<file path="config.mk">
export PLATFORM = sky130hd
export DESIGN_NAME = mmu_top
export DESIGN_NICKNAME = d
export VERILOG_FILES = /design/src/verilog/mmu_addr_pkg.sv /design/src/verilog/mmu_pte_pkg.sv /design/src/verilog/mmu_ifs.sv /design/src/verilog/mmu_ctrl.sv /design/src/verilog/mmu_ptw.sv /design/src/verilog/mmu_tlb.sv /design/src/verilog/mmu_top.sv
export SDC_FILE = /design/constraint.sdc
export NUM_CORES = 1
export LEC_CHECK = 0
export ABC_AREA = 1
export BUFFER_PORTS_ARGS = -buffer_cell sky130_fd_sc_hd__buf_2
export CORE_ASPECT_RATIO = 1.5
export CORE_MARGIN = 2
export CORE_UTILIZATION = 37
export DETAILED_ROUTE_END_ITERATION = 8
export GPL_TIMING_DRIVEN = 0
export PLACE_DENSITY = 0.55
export SLEW_MARGIN = 20
export SYNTH_ARGS = -nofsm -noshare
export SYNTH_HDL_FRONTEND = slang
export SYNTH_SLANG_ARGS = --single-unit
export TNS_END_PERCENT = 100
</file>
<file path="constraint.sdc">
create_clock -name clk_i -period 9.8 [get_ports clk_i]
set_input_delay 0.98 -clock clk_i [delete_from_list [all_inputs] [get_ports clk_i]]
set_output_delay 0.98 -clock clk_i [all_outputs]
set_load 0.02 [all_outputs]
</file>
<file path="src/verilog/mmu_addr_pkg.sv">
//////////////////////////////////////////////////////////////////////
// MMU address definitions
// Widths and field layout of virtual and physical addresses for the
// Sv32-like two-level translation scheme
//////////////////////////////////////////////////////////////////////

package mmu_addr_pkg;

  localparam int PAGE_BITS  = 12;
  localparam int VPN_BITS   = 10;
  localparam int PPN_BITS   = 20;
  localparam int PADDR_BITS = 32;

  // Physical page number, as found in a PTE and in satp
  typedef logic [PPN_BITS-1:0] ppn_t;

  // TLB tag, vpn1 followed by vpn0
  typedef logic [2*VPN_BITS-1:0] vpn_t;

  typedef logic [PADDR_BITS-1:0] paddr_t;

  // Virtual address split into table indices and page offset
  typedef struct packed {
    logic [VPN_BITS-1:0]  vpn1;
    logic [VPN_BITS-1:0]  vpn0;
    logic [PAGE_BITS-1:0] offset;
  } vaddr_t;

endpackage

</file>
<file path="src/verilog/mmu_pte_pkg.sv">
//////////////////////////////////////////////////////////////////////
// Page table entry definitions
// PTE flag layout, the leaf and pointer views of a PTE word, and the
// fault codes reported by the page table walker
//////////////////////////////////////////////////////////////////////

package mmu_pte_pkg;

  // Flags in PTE bits 7 to 0
  typedef struct packed {
    logic d;
    logic a;
    logic g;
    logic u;
    logic x;
    logic w;
    logic r;
    logic v;
  } pte_flags_t;

  typedef struct packed {
    mmu_addr_pkg::ppn_t ppn;
    logic [3:0]         rsv;
    pte_flags_t         flags;
  } pte_leaf_t;

  // Non-leaf entry, R, W and X are all zero
  typedef struct packed {
    mmu_addr_pkg::ppn_t next_ppn;
    logic [3:0]         rsv;
    pte_flags_t         flags;
  } pte_ptr_t;

  typedef union packed {
    pte_leaf_t leaf;
    pte_ptr_t  ptr;
  } pte_u;

  typedef enum logic [2:0] {
    e_fault_none       = 3'd0,
    e_fault_invalid_l1 = 3'd1,
    e_fault_leaf_l1    = 3'd2,
    e_fault_invalid_l0 = 3'd3,
    e_fault_ptr_l0     = 3'd4
  } walk_fault_e;

endpackage

</file>
<file path="src/verilog/mmu_ifs.sv">
//////////////////////////////////////////////////////////////////////
// MMU internal interfaces
// TLB lookup and fill port, and the walker start and result port
//////////////////////////////////////////////////////////////////////

`timescale 1ns/1ns

interface tlb_if;

  // Lookup, result one cycle later
  logic                    lookup_v;
  mmu_addr_pkg::vpn_t      lookup_vpn;
  logic                    hit_v;
  logic                    hit;
  mmu_pte_pkg::pte_leaf_t  hit_leaf;

  // Single cycle write of one entry
  logic                    fill_v;
  mmu_addr_pkg::vpn_t      fill_vpn;
  mmu_pte_pkg::pte_leaf_t  fill_leaf;

  modport ctrl (
    output lookup_v, lookup_vpn, fill_v, fill_vpn, fill_leaf,
    input  hit_v, hit, hit_leaf
  );

  modport tlb (
    input  lookup_v, lookup_vpn, fill_v, fill_vpn, fill_leaf,
    output hit_v, hit, hit_leaf
  );

endinterface

interface walk_if;

  logic                     start;
  mmu_addr_pkg::vpn_t       walk_vpn;
  logic                     done;
  mmu_pte_pkg::walk_fault_e fault;
  mmu_pte_pkg::pte_leaf_t   leaf;

  modport ctrl (output start, walk_vpn, input done, fault, leaf);

  modport ptw (input start, walk_vpn, output done, fault, leaf);

endinterface

</file>
<file path="src/verilog/mmu_ctrl.sv">
//////////////////////////////////////////////////////////////////////
// MMU controller
// Requester handshake, TLB lookup, walker start and TLB fill on a
// miss, and the load and store permission check
//////////////////////////////////////////////////////////////////////

`timescale 1ns/1ns

module mmu_ctrl (
  input  logic                 clk_i,
  input  logic                 reset_i,
  input  logic                 translation_en_i,
  input  logic                 req_i,
  input  mmu_addr_pkg::vaddr_t vaddr_i,
  input  logic                 store_i,
  output logic                 ack_o,
  output mmu_addr_pkg::paddr_t paddr_o,
  output logic                 fault_o,
  tlb_if.ctrl                  tlb,
  walk_if.ctrl                 walk
);

  localparam logic [2:0] ST_IDLE   = 3'd0;
  localparam logic [2:0] ST_CHECK  = 3'd1;
  localparam logic [2:0] ST_LOOKUP = 3'd2;
  localparam logic [2:0] ST_WALK   = 3'd3;
  localparam logic [2:0] ST_RESP   = 3'd4;

  logic [2:0]             state_r;
  mmu_addr_pkg::vaddr_t   vaddr_r;
  logic                   store_r;

  mmu_addr_pkg::vpn_t     vpn;
  mmu_pte_pkg::pte_leaf_t res_leaf;
  logic                   walk_fault;
  logic                   res_fault;
  mmu_addr_pkg::paddr_t   res_paddr;

  assign vpn = {vaddr_r.vpn1, vaddr_r.vpn0};

  assign tlb.lookup_v   = (state_r == ST_CHECK) && translation_en_i;
  assign tlb.lookup_vpn = vpn;

  assign walk.start    = (state_r == ST_LOOKUP) && tlb.hit_v && !tlb.hit;
  assign walk.walk_vpn = vpn;
  assign walk_fault    = walk.fault != mmu_pte_pkg::e_fault_none;

  // Leaves that only fail the permission check are still cached
  assign tlb.fill_v    = (state_r == ST_WALK) && walk.done && !walk_fault;
  assign tlb.fill_vpn  = vpn;
  assign tlb.fill_leaf = walk.leaf;

  // Leaf from the TLB on a hit, from the walker otherwise
  assign res_leaf  = (state_r == ST_WALK) ? walk.leaf : tlb.hit_leaf;
  assign res_fault = ((state_r == ST_WALK) && walk_fault) ||
                     (store_r ? !res_leaf.flags.w : !res_leaf.flags.r);
  assign res_paddr = res_fault ? '0 : {res_leaf.ppn, vaddr_r.offset};

  always_ff @(posedge clk_i) begin
    if (reset_i) begin
      state_r <= ST_IDLE;
      ack_o   <= 1'b0;
      fault_o <= 1'b0;
      paddr_o <= '0;
    end else begin
      case (state_r)
        ST_IDLE: begin
          if (req_i) state_r <= ST_CHECK;
        end
        ST_CHECK: begin
          if (!translation_en_i) begin
            ack_o   <= 1'b1;
            fault_o <= 1'b0;
            paddr_o <= vaddr_r;
            state_r <= ST_RESP;
          end else begin
            state_r <= ST_LOOKUP;
          end
        end
        ST_LOOKUP: begin
          if (tlb.hit_v && tlb.hit) begin
            ack_o   <= 1'b1;
            fault_o <= res_fault;
            paddr_o <= res_paddr;
            state_r <= ST_RESP;
          end else if (tlb.hit_v) begin
            state_r <= ST_WALK;
          end
        end
        ST_WALK: begin
          if (walk.done) begin
            ack_o   <= 1'b1;
            fault_o <= res_fault;
            paddr_o <= res_paddr;
            state_r <= ST_RESP;
          end
        end
        ST_RESP: begin
          // Result held until the requester lets go
          if (!req_i) begin
            ack_o   <= 1'b0;
            state_r <= ST_IDLE;
          end
        end
        default: state_r <= ST_IDLE;
      endcase
    end
  end

  always_ff @(posedge clk_i) begin
    if (state_r == ST_IDLE && req_i) begin
      vaddr_r <= vaddr_i;
      store_r <= store_i;
    end
  end

endmodule

</file>
<file path="src/verilog/mmu_ptw.sv">
//////////////////////////////////////////////////////////////////////
// Page table walker
// Two-level walk over a four-phase req/ack page table port, ending in
// a leaf PTE or a walk fault
//////////////////////////////////////////////////////////////////////

`timescale 1ns/1ns

module mmu_ptw (
  input  logic                 clk_i,
  input  logic                 reset_i,
  input  mmu_addr_pkg::ppn_t   satp_ppn_i,
  walk_if.ptw                  walk,
  output logic                 pt_req_o,
  output mmu_addr_pkg::paddr_t pt_addr_o,
  input  logic                 pt_ack_i,
  input  logic [31:0]          pt_data_i
);

  localparam int VB = mmu_addr_pkg::VPN_BITS;

  localparam logic [2:0] ST_IDLE    = 3'd0;
  localparam logic [2:0] ST_L1_REQ  = 3'd1;
  localparam logic [2:0] ST_L1_WAIT = 3'd2;
  localparam logic [2:0] ST_L0_REQ  = 3'd3;
  localparam logic [2:0] ST_L0_WAIT = 3'd4;

  logic [2:0]         state_r;
  logic [VB-1:0]      vpn0_r;
  mmu_pte_pkg::pte_u  pte_r;

  logic               pte_rwx;

  assign pte_rwx = pte_r.leaf.flags.r | pte_r.leaf.flags.w | pte_r.leaf.flags.x;

  always_ff @(posedge clk_i) begin
    if (reset_i) begin
      state_r   <= ST_IDLE;
      pt_req_o  <= 1'b0;
      walk.done <= 1'b0;
    end else begin
      walk.done <= 1'b0;
      case (state_r)
        ST_IDLE: begin
          if (walk.start) begin
            pt_req_o <= 1'b1;
            state_r  <= ST_L1_REQ;
          end
        end
        ST_L1_REQ, ST_L0_REQ: begin
          if (pt_ack_i) begin
            pt_req_o <= 1'b0;
            state_r  <= (state_r == ST_L1_REQ) ? ST_L1_WAIT : ST_L0_WAIT;
          end
        end
        ST_L1_WAIT: begin
          // Handshake complete once ack falls
          if (!pt_ack_i) begin
            if (!pte_r.ptr.flags.v || pte_rwx) begin
              walk.done <= 1'b1;
              state_r   <= ST_IDLE;
            end else begin
              pt_req_o <= 1'b1;
              state_r  <= ST_L0_REQ;
            end
          end
        end
        ST_L0_WAIT: begin
          if (!pt_ack_i) begin
            walk.done <= 1'b1;
            state_r   <= ST_IDLE;
          end
        end
        default: state_r <= ST_IDLE;
      endcase
    end
  end

  // Address, PTE capture and result
  always_ff @(posedge clk_i) begin
    if (state_r == ST_IDLE && walk.start) begin
      vpn0_r    <= walk.walk_vpn[VB-1:0];
      pt_addr_o <= {satp_ppn_i, walk.walk_vpn[2*VB-1:VB], 2'b00};
    end
    if ((state_r == ST_L1_REQ || state_r == ST_L0_REQ) && pt_ack_i) begin
      pte_r <= pt_data_i;
    end
    if (state_r == ST_L1_WAIT && !pt_ack_i) begin
      pt_addr_o  <= {pte_r.ptr.next_ppn, vpn0_r, 2'b00};
      walk.fault <= !pte_r.ptr.flags.v ? mmu_pte_pkg::e_fault_invalid_l1 :
                    pte_rwx            ? mmu_pte_pkg::e_fault_leaf_l1    :
                                         mmu_pte_pkg::e_fault_none;
    end
    if (state_r == ST_L0_WAIT && !pt_ack_i) begin
      walk.leaf  <= pte_r.leaf;
      walk.fault <= !pte_r.leaf.flags.v ? mmu_pte_pkg::e_fault_invalid_l0 :
                    !pte_rwx            ? mmu_pte_pkg::e_fault_ptr_l0     :
                                          mmu_pte_pkg::e_fault_none;
    end
  end

endmodule

</file>
<file path="src/verilog/mmu_tlb.sv">
//////////////////////////////////////////////////////////////////////
// Data TLB
// Fully associative translation cache with registered lookup,
// round-robin replacement once full, and single cycle flush
//////////////////////////////////////////////////////////////////////

`timescale 1ns/1ns

module mmu_tlb #(
  parameter int TLB_ENTRIES = 4
) (
  input logic clk_i,
  input logic reset_i,
  input logic flush_i,
  tlb_if.tlb  tlb
);

  localparam int IDX_BITS = (TLB_ENTRIES > 1) ? $clog2(TLB_ENTRIES) : 1;

  logic [TLB_ENTRIES-1:0]  valid_r;
  mmu_addr_pkg::vpn_t      tag_r  [TLB_ENTRIES];
  mmu_pte_pkg::pte_leaf_t  leaf_r [TLB_ENTRIES];
  logic [IDX_BITS-1:0]     rr_ptr_r;

  logic                    match_any;
  mmu_pte_pkg::pte_leaf_t  match_leaf;
  logic                    free_found;
  logic [IDX_BITS-1:0]     free_idx;
  logic [IDX_BITS-1:0]     victim_idx;

  // Tag compare over all entries
  always_comb begin
    match_any  = 1'b0;
    match_leaf = '0;
    for (int i = 0; i < TLB_ENTRIES; i++) begin
      if (valid_r[i] && tag_r[i] == tlb.lookup_vpn) begin
        match_any  = 1'b1;
        match_leaf = leaf_r[i];
      end
    end
  end

  // Lowest free entry wins
  always_comb begin
    free_found = 1'b0;
    free_idx   = '0;
    for (int i = TLB_ENTRIES - 1; i >= 0; i--) begin
      if (!valid_r[i]) begin
        free_found = 1'b1;
        free_idx   = IDX_BITS'(i);
      end
    end
  end

  assign victim_idx = free_found ? free_idx : rr_ptr_r;

  always_ff @(posedge clk_i) begin
    if (reset_i || flush_i) begin
      valid_r  <= '0;
      rr_ptr_r <= '0;
    end else if (tlb.fill_v) begin
      valid_r[victim_idx] <= 1'b1;
      if (!free_found) begin
        rr_ptr_r <= (rr_ptr_r == IDX_BITS'(TLB_ENTRIES - 1)) ? '0 : rr_ptr_r + 1'b1;
      end
    end
  end

  always_ff @(posedge clk_i) begin
    if (tlb.fill_v) begin
      tag_r[victim_idx]  <= tlb.fill_vpn;
      leaf_r[victim_idx] <= tlb.fill_leaf;
    end
  end

  always_ff @(posedge clk_i) begin
    if (reset_i) begin
      tlb.hit_v <= 1'b0;
      tlb.hit   <= 1'b0;
    end else begin
      tlb.hit_v <= tlb.lookup_v;
      tlb.hit   <= tlb.lookup_v & match_any;
    end
  end

  always_ff @(posedge clk_i) begin
    tlb.hit_leaf <= match_leaf;
  end

endmodule

</file>
<file path="src/verilog/mmu_top.sv">
//////////////////////////////////////////////////////////////////////
// Data MMU top level
// Controller, TLB and page table walker joined by internal interfaces
//////////////////////////////////////////////////////////////////////

`timescale 1ns/1ns

module mmu_top #(
  parameter int TLB_ENTRIES = 4
) (
  input  logic                 clk_i,
  input  logic                 reset_i,
  input  logic                 translation_en_i,
  input  mmu_addr_pkg::ppn_t   satp_ppn_i,
  input  logic                 flush_i,
  input  logic                 req_i,
  input  mmu_addr_pkg::vaddr_t vaddr_i,
  input  logic                 store_i,
  output logic                 ack_o,
  output mmu_addr_pkg::paddr_t paddr_o,
  output logic                 fault_o,
  output logic                 pt_req_o,
  output mmu_addr_pkg::paddr_t pt_addr_o,
  input  logic                 pt_ack_i,
  input  logic [31:0]          pt_data_i
);

  tlb_if  tlb_bus ();
  walk_if walk_bus ();

  mmu_ctrl ctrl_i (
    .clk_i            (clk_i),
    .reset_i          (reset_i),
    .translation_en_i (translation_en_i),
    .req_i            (req_i),
    .vaddr_i          (vaddr_i),
    .store_i          (store_i),
    .ack_o            (ack_o),
    .paddr_o          (paddr_o),
    .fault_o          (fault_o),
    .tlb              (tlb_bus.ctrl),
    .walk             (walk_bus.ctrl)
  );

  mmu_tlb #(
    .TLB_ENTRIES (TLB_ENTRIES)
  ) tlb_i (
    .clk_i   (clk_i),
    .reset_i (reset_i),
    .flush_i (flush_i),
    .tlb     (tlb_bus.tlb)
  );

  mmu_ptw ptw_i (
    .clk_i      (clk_i),
    .reset_i    (reset_i),
    .satp_ppn_i (satp_ppn_i),
    .walk       (walk_bus.ptw),
    .pt_req_o   (pt_req_o),
    .pt_addr_o  (pt_addr_o),
    .pt_ack_i   (pt_ack_i),
    .pt_data_i  (pt_data_i)
  );

endmodule
</file>
==> flow_summary_export.csv <==
group,metric,value,unit
synthesis,yosysWarnings,0,
global_route,top_usage_layer,"met2",
global_route,use_met1,0.200,
sta,clock_skew,14.8,ps
floorplan,pin_count,158,
global_route,met2_usage,0.345,
floorplan,design.core.area,0.0384,mm²
clocking,ctsResizeCount,0,
sta,drv_slew,0,
synthesis,syn-cell-area,0.0144,mm²
status,status,"finished clean",
global_route,grt_pass1_vias,9631,
synthesis,synthTopCellsByArea,"edfxtp_1, dfxtp_1, nand2_1, nor2_1, inv_1",
sta,finalSetupViolCount,0,
detailed_routing,first_iter_violations,710,
power_and_ir_drop,power,4.14,mW
worst_setup_path,startpoint_type,"flip-flop",
global_route,antenna_found_initial,1,
clocking,clock_path_buffers,3,
clocking,cts_setup_buffers,0,
sta,rsz0062_at_grt,"no",
floorplan,fp.dieH,245,µm
power_and_ir_drop,ir_worst_vdd,0.179,mV
power_and_ir_drop,power_density,241,mW/mm²
sta,finalSetupTns,0,ps
cells_and_area,layout-drive-gt1-share,0.201,
cells_and_area,final_cell_mix,"nand2_1, edfxtp_1, nor2_1, buf_2, inv_1",
sta,post-route-period-util,0.289,
synthesis,synthArstFlopShare,0,
clocking,clk_pin_slew,60,ps
synthesis,synth_top_area_share,0.606,
placed_design,hpwl,26500,µm
sta,finalCriticalPeriod,2830,ps
worst_setup_path,cp.arrival,3050,ps
cells_and_area,layout_commonest_cell,"nand2_1",
detailed_routing,ant_nets,0,
worst_setup_path,worst-endpoint-required,10030,ps
synthesis,synth-edff-count,290,
clocking,cts_buffers,37,
detailed_routing,drt_first_pass_iters,7,
worst_hold_path,hp-class,"reg -> reg",
detailed_routing,drcViolationCount,0,
global_route,grt_pass1_wl,55000,µm
clocking,root_buffer,"clkbuf_16",
clocking,clock_latency,530,ps
worst_setup_path,cp-end-kind,"flip-flop",
global_route,grt_max_degree,26,
placed_design,place_congestion,0.860,
flow_run,cap_viol_max_count,0,
cells_and_area,area_growth,19.7,%
synthesis,synth_area_per_cell,11.1,µm²
synthesis,synth_cell_types,42,
floorplan,die_area,0.0405,mm²
synthesis,synth-seq-area-share,0.706,
floorplan,die_x,165,µm
worst_setup_path,critPathKind,"reg -> reg",
detailed_routing,post_drt_wl_per_cell,18.0,µm
floorplan,placementRows,88,
detailed_routing,num_vias,9570,
synthesis,synth_ff_type,"edfxtp_1",
sta,tightest_slew,895,ps
sta,hold_viol_final,0,
worst_setup_path,critical_path.max_fanout,20,
global_route,grt_util_met3,0.0270,
detailed_routing,viasPerCell,4.75,
detailed_routing,wl,36300,µm
synthesis,ys_ff_latch,362,
global_route,grt.total_usage,0.182,
power_and_ir_drop,power.leakage,6.63,nW
floorplan,initial_core_util,0.374,
cells_and_area,final_nets,1583,
clocking,postCtsHoldBufs,0,
clocking,tritoncts,"yes",
clocking,cts_sinks,362,
synthesis,synthCells,1292,
cells_and_area,n_fill_cell,3600,
global_route,overflow,0,
clocking,htreeDepth,2,
sta,slew_headroom,0.403,
placed_design,io_buffers,146,
sta,fmax,354,MHz
synthesis,yosys.area.top_type,"edfxtp_1",
-- kinds of logic (layout without fill, tap and decap cells) --
logic type | count (synthesis) | after routing | synth area share
and+or+nand+nor | 610 | 610 | 0.172
DFF | 362 | 362 | 0.706
xor gates and xnor gates | 21 | 21 | 0.0128
buffers and inverters | 156 | 383 | 0.0473
other | 1 | 3 | 0.000261
AOI/OAI and AO/OA | 141 | 141 | 0.0608
adders and majority gates | 1 | 1 | 0.000870
-- path summary, 6_finish.rpt --
check | from | to | slack [ps] | cells after the start
worst min register to register | ptw_i.pte_r[15] | ptw_i.walk.leaf[15] | 450 | 0
worst max register to register | ptw_i.state_r[2] | ptw_i.pt_addr_o[26] | 6970 | 7
worst min-delay path | ptw_i.pte_r[15] | ptw_i.walk.leaf[15] | 450 | 0
worst max-delay path | ptw_i.state_r[2] | ptw_i.pt_addr_o[26] | 6970 | 7
-- Yosys cell counts (2+ instances only) --
| library cell | count |
|---|---|
| buf_6 | 6 |
| inv_2 | 17 |
| nand2_1 | 355 |
| xor2_1 | 10 |
| or2_2 | 2 |
| nand4_1 | 22 |
| o21ai_0 | 37 |
| nand3_2 | 2 |
| buf_4 | 8 |
| o21ai_1 | 7 |
| edfxtp_1 | 290 |
| a21oi_1 | 53 |
| inv_1 | 87 |
| clkbuf_1 | 22 |
| o22ai_1 | 5 |
| dfxtp_1 | 72 |
| nand3_1 | 35 |
| nor2_2 | 4 |
| o211ai_2 | 10 |
| nor2_1 | 176 |
| nor3_1 | 7 |
| o211ai_1 | 14 |
| buf_2 | 13 |
| xnor2_1 | 11 |
| a21oi_2 | 10 |
-- sequential cells by signal, summed over array words and instances, names as in the netlist --
register             count
ptw_i.walk.fault         3
tlb_i.rr_ptr_r           2
ctrl_i.state_r           3
ptw_i.pt_req_o           1
ptw_i.walk.leaf         22
ctrl_i.vaddr_r          12
ptw_i.vpn0_r            10
tlb_i.tlb.hit_leaf      22
ctrl_i.store_r           1
ptw_i.pte_r             24
tlb_i.valid_r            4
ctrl_i.paddr_o          32
ctrl_i.tlb.fill_vpn     20
tlb_i.tag_r             80
ptw_i.walk.done          1
ctrl_i.ack_o             1
ptw_i.state_r            3
ctrl_i.fault_o           1
ptw_i.pt_addr_o         30
tlb_i.leaf_r            88
tlb_i.tlb.hit            1
tlb_i.tlb.hit_v          1
-- stage by stage --
| stage | util | instances | worst slack, ps | area, µm² | hold slack, ps |
|---|---|---|---|---|---|
| after floorplan | - | 1293 | 5540 | 14400 | 419 |
| after global placement | 0.409 | 1934 | 3170 | 15700 | 424 |
| after detailed placement | 0.416 | 1947 | 6360 | 16000 | 430 |
| after CTS | 0.448 | 2015 | 6830 | 17200 | 450 |
| after global routing | 0.448 | 2016 | 6710 | 17200 | 471 |
| final | 0.448 | 2016 | 6970 | 17200 | 448 |
-- layer usage --
layer | routed length [µm] | vias to the layer above
met3 | 1380 | 71
li1 | - | 4727
met2 | 20000 | 233
met5 | 0 | -
met4 | 1360 | 0
met1 | 13500 | 4539
-- critical path, cell delays in order (launching register included) --
cell and delay (ps):
dfxtp_1 340, inv_1 150, nand2_1 140, nor2_1 670, inv_1 220, clkbuf_1 370, o21ai_4 340, buf_12 250
-- power by group --
group	leakage (nW)	internal, mW	switching, mW	total (mW)
Clock	0.615	0.840	0.590	1.43
Sequential	3.21	1.85	0.142	2.00
Combinational	2.80	0.227	0.487	0.715
-- cell type report --
type	instances	area (µm²)	share of cell area
multi-input cells	775	3590	0.209
well taps	495	619	0.0360
flip-flops and latches	362	10100	0.590
clock buffers	48	1050	0.0610
repair buffers	159	930	0.0540
plain buffers	50	279	0.0162
clock inverters	20	185	0.0108
inverters	106	400	0.0233
diodes	1	2.50	0.000145
Note: power is estimated with default switching activity, not from simulation.
